**config.mk**
```make
export PLATFORM = sky130hd
export DESIGN_NAME = mips_writeback
export DESIGN_NICKNAME = d
export VERILOG_FILES = /design/src/verilog/mips_mem_wb_pkg.sv /design/src/verilog/mips_writeback.sv
export SDC_FILE = /design/constraint.sdc
export NUM_CORES = 1
export LEC_CHECK = 0
export BUFFER_PORTS_ARGS = -buffer_cell sky130_fd_sc_hd__buf_2
export CORE_MARGIN = 10
export CORE_UTILIZATION = 33
export DETAILED_ROUTE_END_ITERATION = 8
export PLACE_DENSITY = 0.85
export SYNTH_ARGS = -nofsm -noshare
export SYNTH_HDL_FRONTEND = slang
export SYNTH_SLANG_ARGS = --single-unit
```
**constraint.sdc**
```tcl
create_clock -name vclk -period 2
set_input_delay 0.4 -clock vclk [all_inputs]
set_output_delay 0.4 -clock vclk [all_outputs]
set_load 0.005 [all_outputs]
```
**src/verilog/mips_mem_wb_pkg.sv**
```systemverilog
package mips_mem_wb_pkg;

    localparam int NBITS       = 32;    // Data and address width.
    localparam int RNBITS      = 5;     // Register index width.
    localparam int NREGS       = 32;
    localparam int DMEM_WORDS  = 256;
    localparam int DMEM_AWIDTH = 8;     // Word index, above the byte offset.

    typedef enum logic [1:0]
    {
        MEM_NONE  = 2'b00,
        MEM_LOAD  = 2'b01,
        MEM_STORE = 2'b10
    } mem_op_e;

    // Same encoding for load filter and store size.
    typedef enum logic [1:0]
    {
        SIZE_BYTE = 2'b00,
        SIZE_HALF = 2'b01,
        SIZE_WORD = 2'b11
    } access_size_e;

    typedef struct packed
    {
        logic                   reg_write;
        logic                   mem_to_reg;
        access_size_e           load_size;
        logic                   zero_extend;
        logic                   lui;
    } wb_ctrl_t;

    typedef struct packed
    {
        logic                   valid;
        mem_op_e                mem_op;
        access_size_e           store_size;
        logic [NBITS-1:0]       alu_result;
        logic [NBITS-1:0]       store_data;
        logic [NBITS-1:0]       extension;
        logic [RNBITS-1:0]      rd;
        wb_ctrl_t               wb;
    } mem_stage_t;

    typedef struct packed
    {
        logic                   valid;
        logic [NBITS-1:0]       alu_result;
        logic [NBITS-1:0]       mem_word;       // Raw word, filtered in WB.
        logic [1:0]             byte_offset;
        logic [NBITS-1:0]       extension;
        logic [RNBITS-1:0]      rd;
        wb_ctrl_t               wb;
    } mem_wb_t;

    typedef struct packed
    {
        logic                   en;
        logic [RNBITS-1:0]      rd;
        logic [NBITS-1:0]       data;
    } wb_write_t;

endpackage

```
**src/verilog/mips_writeback.sv**
```systemverilog
`timescale 1ns/1ps

module mips_writeback
(
    input  mips_mem_wb_pkg::mem_wb_t            i_mem_wb,
    output mips_mem_wb_pkg::wb_write_t          o_wb
);

    localparam int NBITS = mips_mem_wb_pkg::NBITS;

    logic [7:0]         load_byte;
    logic [15:0]        load_half;
    logic [NBITS-1:0]   load_value;
    logic [NBITS-1:0]   lui_value;
    logic [NBITS-1:0]   result;

    always_comb
    begin
        case (i_mem_wb.byte_offset)
            2'd0:    load_byte = i_mem_wb.mem_word[7:0];
            2'd1:    load_byte = i_mem_wb.mem_word[15:8];
            2'd2:    load_byte = i_mem_wb.mem_word[23:16];
            default: load_byte = i_mem_wb.mem_word[31:24];
        endcase
        load_half = i_mem_wb.byte_offset[1] ? i_mem_wb.mem_word[31:16] :
                                              i_mem_wb.mem_word[15:0];
    end

    always_comb
    begin
        case (i_mem_wb.wb.load_size)
            mips_mem_wb_pkg::SIZE_BYTE:
            begin
                if (i_mem_wb.wb.zero_extend)
                    load_value = {{(NBITS-8){1'b0}}, load_byte};
                else
                    load_value = {{(NBITS-8){load_byte[7]}}, load_byte};
            end
            mips_mem_wb_pkg::SIZE_HALF:
            begin
                if (i_mem_wb.wb.zero_extend)
                    load_value = {{(NBITS-16){1'b0}}, load_half};
                else
                    load_value = {{(NBITS-16){load_half[15]}}, load_half};
            end
            default:
            begin
                load_value = i_mem_wb.mem_word;     // Word ignores zero_extend.
            end
        endcase
    end

    assign lui_value = {i_mem_wb.extension[15:0], 16'h0000};

    // lui wins over mem_to_reg.
    always_comb
    begin
        if (i_mem_wb.wb.lui)
            result = lui_value;
        else if (i_mem_wb.wb.mem_to_reg)
            result = load_value;
        else
            result = i_mem_wb.alu_result;
    end

    assign o_wb.en   = i_mem_wb.valid && i_mem_wb.wb.reg_write && (i_mem_wb.rd != '0);
    assign o_wb.rd   = i_mem_wb.rd;
    assign o_wb.data = result;

    always_comb
    begin
        if (i_mem_wb.valid)
        begin
            a_lui_xor_load: assert (!(i_mem_wb.wb.lui && i_mem_wb.wb.mem_to_reg))
                else $error("lui and mem_to_reg both set on a valid entry");
        end
    end

endmodule
```
**Word level (Yosys, flattened, before mapping)**

Index checks and enable logic that the tools add are counted.
W data, S select, Z words.

- Bits in registers: 0
- Output and inout bits: 38
- Logic and storage cells: 15

- Equal/unequal tests: 3
- Multiplexer cells: 7
- Reductions and logical operators: 5

Operator list:

| kind | count |
|---|---|
| $mux W32 | 4 |
| $pmux W32 S2 | 1 |
| $pmux W8 S3 | 1 |
| $mux W16 | 1 |
| $reduce_bool A5 Y1 | 1 |
| $eq A2 B1 Y1 const B | 2 |
| $logic_not A2 Y1 | 2 |
| $eq A2 B2 Y1 const B | 1 |
| $logic_and A1 B1 Y1 | 2 |

**Longest topological paths before layout**

Gate-level depths: netlist of the first run.

- Depth in word-level cells: 6
- Depth in mapped cells: 7
- Gate-level depth less buffers: 4

**Worst setup path before layout of the first run**

Ideal clock, no wire load.

- Kind: input to output
- From: input i_mem_wb[44] in the netlist's numbering
- To: output o_wb[12] in the netlist's numbering
- Data arrival time: 1.794 ns
- Setup slack: -0.194 ns
- Cell stages on the path: 7
- Buffers on the path: 3
- Cells stage by stage: buf_2 > o21ai_0 > o21a_1 > or4b_4 > buf_6 > buf_6 > a311oi_1

RTL lines:

| element | RTL line | text |
|---|---|---|
| from (decl) | mips_writeback.sv:5 | `input mips_mem_wb_pkg::mem_wb_t i_mem_wb,` |
| to (decl) | mips_writeback.sv:6 | `output mips_mem_wb_pkg::wb_write_t o_wb` |

==> results.py, run 1 <==
metrics = {
    "power": {
        "clkPwrFrac_pct": 0,
        "swShare_pct": 49.1,
        "p_int_w": 0.000298,
        "p_comb_share_pct": 100.0,
        "power_switching_w": 0.000288,
        "p_per_area_nw_per_um2": 237,
        "p_total_w": 0.000586,
        "seq_power_share_pct": 0,
        "p_leak_nw": 1.16,
        "ir_drop_mv": 0.155,
    },
    "cells_and_area": {
        "fillers": 320,
        "final.clkbuf_count": 0,
        "drive_above_1_share_pct": 56.6,
        "final_core_util_pct": 65.4,
        "final_cells": 395,
        "nNetsFinal": 458,
        "seq_cells": 0,
        "syn2layout_area_growth_pct": 86.6,
        "fin_area_sq_um": 2470,
        "seq_area_sq_um": 0,
    },
    "job": {
        "max_cap_violations": 0,
    },
    "min_path": {
        "worstHoldStart": "i_mem_wb[6]",
        "hold_class": "in -> out",
        "hold_depth": 2,
    },
    "sta": {
        "tightest_slew_ns": 0.352,
        "final_max_slew_viol_count": 0,
        "rsz0062_at_grt": "yes",
        "post-route-period-util_pct": 117,
        "fmax_mhz": 428,
        "layout_min_cycle_time_ns": 2.34,
        "slew_headroom_pct": 76.5,
        "finalSetupViolCount": 25,
        "setup_tns_ns": -7.36,
        "fin_ws_ns": -0.337,
        "hold_viol": 0,
    },
    "status": {
        "violations": "negative setup slack",
        "run_status": "finished with violations",
    },
    "route": {
        "drc": 0,
        "vias": 2319,
        "ant_nets": 0,
        "via_per_inst": 5.87,
        "drt_iter0_markers": 211,
        "wl_per_cell_um": 19.2,
        "finalWirelength_um": 7590,
        "drtPass1Iterations": 4,
    },
    "critical_path": {
        "crit_chain": "buf_8 > mux2i_1 > o21a_1 > or4b_4 > buf_6 > a311oi_2 > buf_2",
        "slowest_delay_ns": 0.62,
        "crit_family": "simple AND/OR/NAND/NOR gates",
        "cp-end-kind": "primary output",
        "cp-start-kind": "input pin",
        "cp.depth": 7,
        "crit_type": "in -> out",
        "crit_path_start": "i_mem_wb[43]",
        "required_ns": 1.60,
        "worstPathBufferInverterCount": 3,
        "critPathMaxFanout": 5,
        "crit_arrival_ns": 1.94,
        "slowest_stage": "or4b_4",
    },
    "synthesis": {
        "yosys.cell_count.top_type": "nor2_1",
        "synth_top_area_share_pct": 13.6,
        "yosys.area.top_type": "a22oi_1",
        "syn_nets": 329,
        "syn_area_per_cell_sq_um": 6.03,
        "synth.top_cells.by_area": "a22oi_1 (14%), nor2_1 (13%), a41oi_1 (11%), a21oi_1 (9.1%), o21a_1 (7.4%)",
        "synth_seq_area_share_pct": 0,
        "synth_cells": 219,
        "syn_area_sq_um": 1320,
        "yosys_warnings": 0,
        "synth_cell_types": 31,
        "synthTopCellsByCount": "nor2_1 (44), a21oi_1 (24), a22oi_1 (24)",
    },
    "placed_design": {
        "dp_hpwl_um": 5630,
        "port_buffers": 132,
        "placedCellCount": 386,
        "postPlaceCellArea_sq_um": 2160,
        "routabilityCongestion": 0.885,
    },
    "floorplanning": {
        "start_util_pct": 35.0,
        "die_area_sq_um": 6930,
        "pin_count": 148,
        "dieHeight_um": 83.3,
        "die_x_um": 83.3,
        "row_count": 22,
        "core_area_sq_um": 3770,
    },
    "grt": {
        "grt_pass1_wl_um": 11600,
        "overflow": 0,
        "antenna_found_initial": 0,
        "grt_use_total_pct": 19.0,
        "grt_pass1_vias": 2240,
        "grt_max_degree": 65,
    },
    "clock_tree": {
        "ctsHoldBuffers": 0,
    },
}
## logic make-up (layout without fill, tap and decap cells)
| group | count (synthesis) | after routing | synth area share [%] |
|---|---|---|---|
| multiplexers | 2 | 2 | 1.61 |
| buffers and inverters | 36 | 161 | 13.0 |
| AO/OA/AOI/OAI | 119 | 119 | 64.5 |
| other | 0 | 1 | 0 |
| AND/OR/NAND/NOR | 62 | 64 | 20.9 |
## power by group through the flow
stage	logic (W)	registers, W	clock network (W)
global placement	0.000491	0	0
global route	0.000637	0	0
detailed placement	0.000505	0	0
floorplan	0.000266	0	0
CTS	0.000557	0	0
finish	0.000586	0	0.0000000000670
## placed cells by master, fill, tap and decap left out, drive strengths merged, types with 2 or more instances in the layout
cell type / Yosys / routed
a21o: 7 / 7
buf: 12 / 157
inv: 3 / 2
a41oi: 16 / 16
nand2: 4 / 4
o21ai: 2 / 2
a211oi: 7 / 7
nor2b: 8 / 8
a22o: 2 / 2
or4b: 1 / 2
a22oi: 24 / 24
nor2: 44 / 44
o21a: 13 / 13
o22ai: 12 / 12
or2b: 1 / 2
a21oi: 24 / 24
a311oi: 8 / 8
## final timing paths
path	slack, ns	endpoint
worst max-delay path	-0.34	o_wb[14]
worst min-delay path	0.99	o_wb[32]
## metrics by stage
stage / hold WS, ns / setup slack [ns]
2_1_floorplan: 0.881 / -0.118
3_3_place_gp: 0.982 / -0.348
3_5_place_dp: 0.987 / -0.391
4_1_cts: 0.987 / -0.319
5_1_grt: 0.989 / -0.417
6_report: 0.985 / -0.337
## metal layers
metal  GRT usage [%]  routed length [um]
met5               0                   0
met4            4.15                 173
met3            4.10                 665
met2            34.4                3910
met1            22.0                2850
## layout make-up
cell class | instances | area, sq um | share of cell area, %
Multi-Input combinational cell | 185 | 1380 | 56.0
Timing Repair Buffer | 158 | 1010 | 40.9
Tap cell | 48 | 60.1 | 2.44
Inverter | 3 | 15.0 | 0.609
Antenna cell | 1 | 2.50 | 0.101
## repair_timing
item / CTS / global route
setup endpoints to repair: 29 / 30
pin swaps: 21 / 6
buffers inserted: 3 / 1
gates resized for setup: 25 / 12
gates cloned: 3 / 1
Power figures use the tool's default switching activity.
==> inputs of run 2 (changes only) <==
==> constraint.sdc (replaced) <==
create_clock -name vclk -period 2
set_input_delay 0.1 -clock vclk [all_inputs]
set_output_delay 0.1 -clock vclk [all_outputs]
set_load 0.005 [all_outputs]
==> run 2 against run 1 <==
Compared with the run above:
- combinational power down 23%
- global-route usage down 2.6 points
- critical path depth decreased by 1
- the run now ends clean
- routed wire length shrank 15%
- non-clock buffer count down 20
==> results.py, run 2 (synthesis gave the netlist of run 1 again) <==
metrics = {
    "status": {
        "run_status": "completed",
    },
    "placed_design": {
        "routabilityCongestion": 0.929,
        "postPlaceCellArea_sq_um": 1930,
        "dp_worst_setup_slack_ns": 0.260,
        "dp_hpwl_um": 5360,
        "port_buffers": 132,
    },
    "cells_and_area": {
        "layout_commonest_cell": "buf_2",
        "antenna_cells": 0,
        "syn2layout_area_growth_pct": 45.8,
        "fin_area_sq_um": 1930,
        "layout_common_cells": "buf_2 (132), nor2_1 (44), a22oi_1 (24), a21oi_1 (24), a41oi_1 (16)",
        "drive_above_1_share_pct": 43.2,
        "final.clkbuf_count": 0,
        "final_core_util_pct": 51.1,
        "seq_area_sq_um": 0,
        "nNetsFinal": 436,
        "seq_cells": 0,
    },
    "route": {
        "finalWirelength_um": 6480,
        "drt_iter0_markers": 115,
        "drc": 0,
        "ant_nets": 0,
        "drtPass1Iterations": 4,
        "vias": 2118,
        "via_per_inst": 5.69,
        "wl_per_cell_um": 17.4,
    },
    "job": {
        "max_cap_violations": 0,
    },
    "floorplanning": {
        "core_area_sq_um": 3770,
        "dieHeight_um": 83.3,
        "die_x_um": 83.3,
        "row_count": 22,
        "start_util_pct": 35.0,
        "die_area_sq_um": 6930,
        "pin_count": 148,
    },
    "grt": {
        "grt_pass1_wl_um": 10200,
        "grt_max_degree": 55,
        "overflow": 0,
        "grt_use_total_pct": 16.4,
        "grt_pass1_vias": 2095,
        "antenna_found_initial": 0,
    },
    "critical_path": {
        "cp-end-kind": "primary output",
        "crit_type": "in -> out",
        "crit_top_cell": "buf_2",
        "slowest_delay_ns": 0.68,
        "crit_family": "simple AND/OR/NAND/NOR gates",
        "slowest_stage": "or4b_4",
        "crit_chain": "buf_2 > mux2i_1 > o21a_1 > or4b_4 > a311oi_1 > buf_2",
        "cp-start-kind": "input pin",
        "critPathMaxFanout": 24,
        "worstPathBufferInverterCount": 2,
        "crit_arrival_ns": 1.66,
        "required_ns": 1.90,
    },
    "clock_tree": {
        "ctsHoldBuffers": 0,
        "post-cts-setup-buffer-count": 0,
        "cts.repair.resized": 0,
    },
    "sta": {
        "rsz0062_at_grt": "no",
        "setup_tns_ns": 0,
        "tightest_slew_ns": 0.837,
        "post-route-period-util_pct": 87.9,
        "slew_headroom_pct": 44.2,
        "hold_viol": 0,
        "fmax_mhz": 569,
        "fin_ws_ns": 0.242,
        "finalSetupViolCount": 0,
        "final_max_slew_viol_count": 0,
        "layout_min_cycle_time_ns": 1.76,
    },
    "power": {
        "p_per_area_nw_per_um2": 235,
        "p_total_w": 0.000453,
        "ir_drop_mv": 0.131,
        "p_leak_nw": 0.972,
    },
    "min_path": {
        "hold_class": "in -> out",
    },
}
## run 2: changes by cell type in the layout (fill, tap and decap cells not counted), sizes merged
cell      change
diode         -1
or4b          -1
clkinvlp      -1
buf          -19
or2b          -1
inv           +1
bufbuf        -1
## run 2: layer usage
metal / GRT usage [%] / up-vias / wire [um]
met5: 0 / - / 0
met4: 0.462 / 0 / 0
met3: 5.57 / 0 / 788
met2: 28.5 / 94 / 3120
met1: 19.9 / 957 / 2570
li1: - / 1067 / -
## run 2: final cells by class
| type | count | area, sq um |
|---|---|---|
| multi-input combinational | 183 | 1150 |
| timing repair buffer | 138 | 706 |
| fill | 395 | 1840 |
| tap | 48 | 60.1 |
| inverter | 3 | 11.3 |
## run 2: through the flow
stage | std cells | hold slack (ns)
floorplan | 219 | 0.281
CTS | 372 | 0.386
detailed placement | 372 | 0.385
global placement | 372 | 0.383
global route | 372 | 0.389
finish | 372 | 0.384
## run 2: path summary, 6_finish.rpt
| path | to | from | cells after the start |
|---|---|---|---|
| max | o_wb[10] | i_mem_wb[43] | 6 |
| min | o_wb[33] | i_mem_wb[7] | 2 |
## run 2: power breakdown
group / internal [W] / leakage [nW] / total, W / switching (W)
clock: 0 / 0 / 0 / 0
combinational: 0.000221 / 0.972 / 0.000453 / 0.000232
sequential: 0 / 0 / 0 / 0
==> inputs of run 3 (changes only) <==
CORE_UTILIZATION = 39   (was 33)
PLACE_DENSITY = 0.94   (was 0.85)
REMOVE_ABC_BUFFERS = 1   (was not set)
SLEW_MARGIN = 15   (was not set)
clock period = 2.2 ns   (was 2 ns; I/O delays follow)
==> run 3 against run 2 <==
Compared with the run above:
- global-route usage is 2.3 points higher
- routed wire length down 3.4%
- core utilization up 8.2 points
- count of clock-buffer cells in the layout stayed put
- total power down 8.0%
- sequential share of layout area stayed put
- sequential cell count is the same
- critical path type unchanged
- first-iteration DRC count is 50% higher
- die area down 12%
- setup slack improved by 0.11 ns
- cell area rose by 1.9%
- via count up 2.8%
==> results.py, run 3 (synthesis gave the netlist of run 1 again) <==
metrics = {
    "status": {
        "run_status": "completed",
    },
    "cells_and_area": {
        "final.clkbuf_count": 0,
        "fin_area_sq_um": 1960,
        "seq_area_sq_um": 0,
        "seq_cells": 0,
        "drive_above_1_share_pct": 43.6,
        "antenna_cells": 0,
        "final_cells": 372,
        "fillers": 331,
        "layout_commonest_cell": "buf_2",
        "layout_common_cells": "buf_2 (132), nor2_1 (44), a22oi_1 (24), a21oi_1 (24), a41oi_1 (16)",
        "nNetsFinal": 438,
        "syn2layout_area_growth_pct": 48.7,
    },
    "sta": {
        "hold_viol": 0,
        "fmax_mhz": 541,
        "slew_headroom_pct": 63.5,
        "post-route-period-util_pct": 84.0,
        "finalSetupViolCount": 0,
        "setup_tns_ns": 0,
        "tightest_slew_ns": 0.548,
        "fin_ws_ns": 0.352,
        "rsz0062_at_grt": "no",
        "layout_min_cycle_time_ns": 1.85,
        "final_max_slew_viol_count": 0,
    },
    "grt": {
        "grt_max_degree": 35,
        "antenna_found_initial": 0,
        "grt_pass1_vias": 2294,
        "grt_pass1_wl_um": 10200,
        "grt_use_total_pct": 18.7,
        "overflow": 0,
    },
    "floorplanning": {
        "die_area_sq_um": 6120,
        "pin_count": 148,
        "row_count": 21,
        "start_util_pct": 39.9,
        "core_area_sq_um": 3310,
        "dieHeight_um": 78.2,
        "die_x_um": 78.2,
    },
    "placed_design": {
        "placedCellCount": 372,
        "port_buffers": 132,
        "routabilityCongestion": 0.768,
        "postPlaceCellArea_sq_um": 1960,
        "dp_worst_setup_slack_ns": 0.356,
        "dp_hpwl_um": 5090,
    },
    "critical_path": {
        "slowest_delay_ns": 0.68,
        "crit_arrival_ns": 1.74,
        "endpoint": "o_wb[10]",
        "cp-start-kind": "input pin",
        "critPathMaxFanout": 24,
        "crit_path_start": "i_mem_wb[44]",
        "crit_chain": "buf_2 > o21ai_0 > o21a_1 > or4b_4 > a311oi_1 > buf_2",
        "crit_type": "in -> out",
        "cp-end-kind": "primary output",
        "required_ns": 2.09,
        "slowest_stage": "or4b_4",
        "crit_top_cell": "buf_2",
    },
    "power": {
        "ir_drop_mv": 0.104,
        "p_int_w": 0.000207,
        "power_switching_w": 0.000209,
        "p_comb_share_pct": 100.0,
        "clkPwrFrac_pct": 0,
        "p_per_area_nw_per_um2": 212,
        "seq_power_share_pct": 0,
        "p_leak_nw": 0.990,
        "p_total_w": 0.000417,
        "swShare_pct": 50.2,
    },
    "job": {
        "max_cap_violations": 0,
    },
    "route": {
        "ant_nets": 0,
        "finalWirelength_um": 6260,
        "drc": 0,
        "drtPass1Iterations": 4,
        "wl_per_cell_um": 16.8,
        "vias": 2177,
        "via_per_inst": 5.85,
        "drt_iter0_markers": 173,
    },
    "clock_tree": {
        "ctsHoldBuffers": 0,
        "cts.repair.resized": 0,
        "post-cts-setup-buffer-count": 0,
    },
    "min_path": {
        "hold_class": "in -> out",
        "worstHoldStart": "i_mem_wb[6]",
    },
}
==> run 3: cell types whose count changed in the layout (fill, tap and decap cells not counted) <==
cell and change:
buf_12 +2
==> run 3: final cells by class <==
class	count	area (sq um)	area share, %
multi-input combinational	183	1150	58.5
timing repair buffer	140	746	38.0
tap	46	57.6	2.93
inverter	3	11.3	0.573
==> run 3: stage by stage <==
stage	util, %	hold WS, ns
after CTS	59.3	0.406
after global routing	59.3	0.415
after detailed placement	59.3	0.406
after floorplan	-	0.220
final	59.3	0.405
after global placement	59.3	0.402
==> run 3: worst min-delay path by stage <==
stage | to | slack (ns) | cells after the start
after global routing | o_wb[35] | 0.42 | 2
after global placement | o_wb[32] | 0.40 | 2
after detailed placement | o_wb[35] | 0.41 | 2
after floorplan | o_wb[32] | 0.22 | 0
after CTS | o_wb[35] | 0.41 | 2
final | o_wb[32] | 0.40 | 2
==> run 3: power groups by stage <==
stage	Sequential, W	Clock [W]	Combinational [W]
2_1_floorplan	0	0	0.000171
3_3_place_gp	0	0	0.000404
3_5_place_dp	0	0	0.000416
4_1_cts	0	0	0.000418
5_1_grt	0	0	0.000466
6_report	0	0	0.000417
==> run 3: layer usage <==
metal  vias to the layer above  wire, um  GRT usage [%]
met2                        98      3270           35.8
met4                         0       134           5.20
li1                       1071         -              -
met3                        14       524           4.33
met5                         -         0              0
met1                       994      2330           19.8
==> run 3: critical path, delay by kind of cell <==
family	cells	cell delay, ns
AO/OA/AOI/OAI	3	0.57
AND/OR/NAND/NOR	1	0.68
buffers and inverters	2	0.38
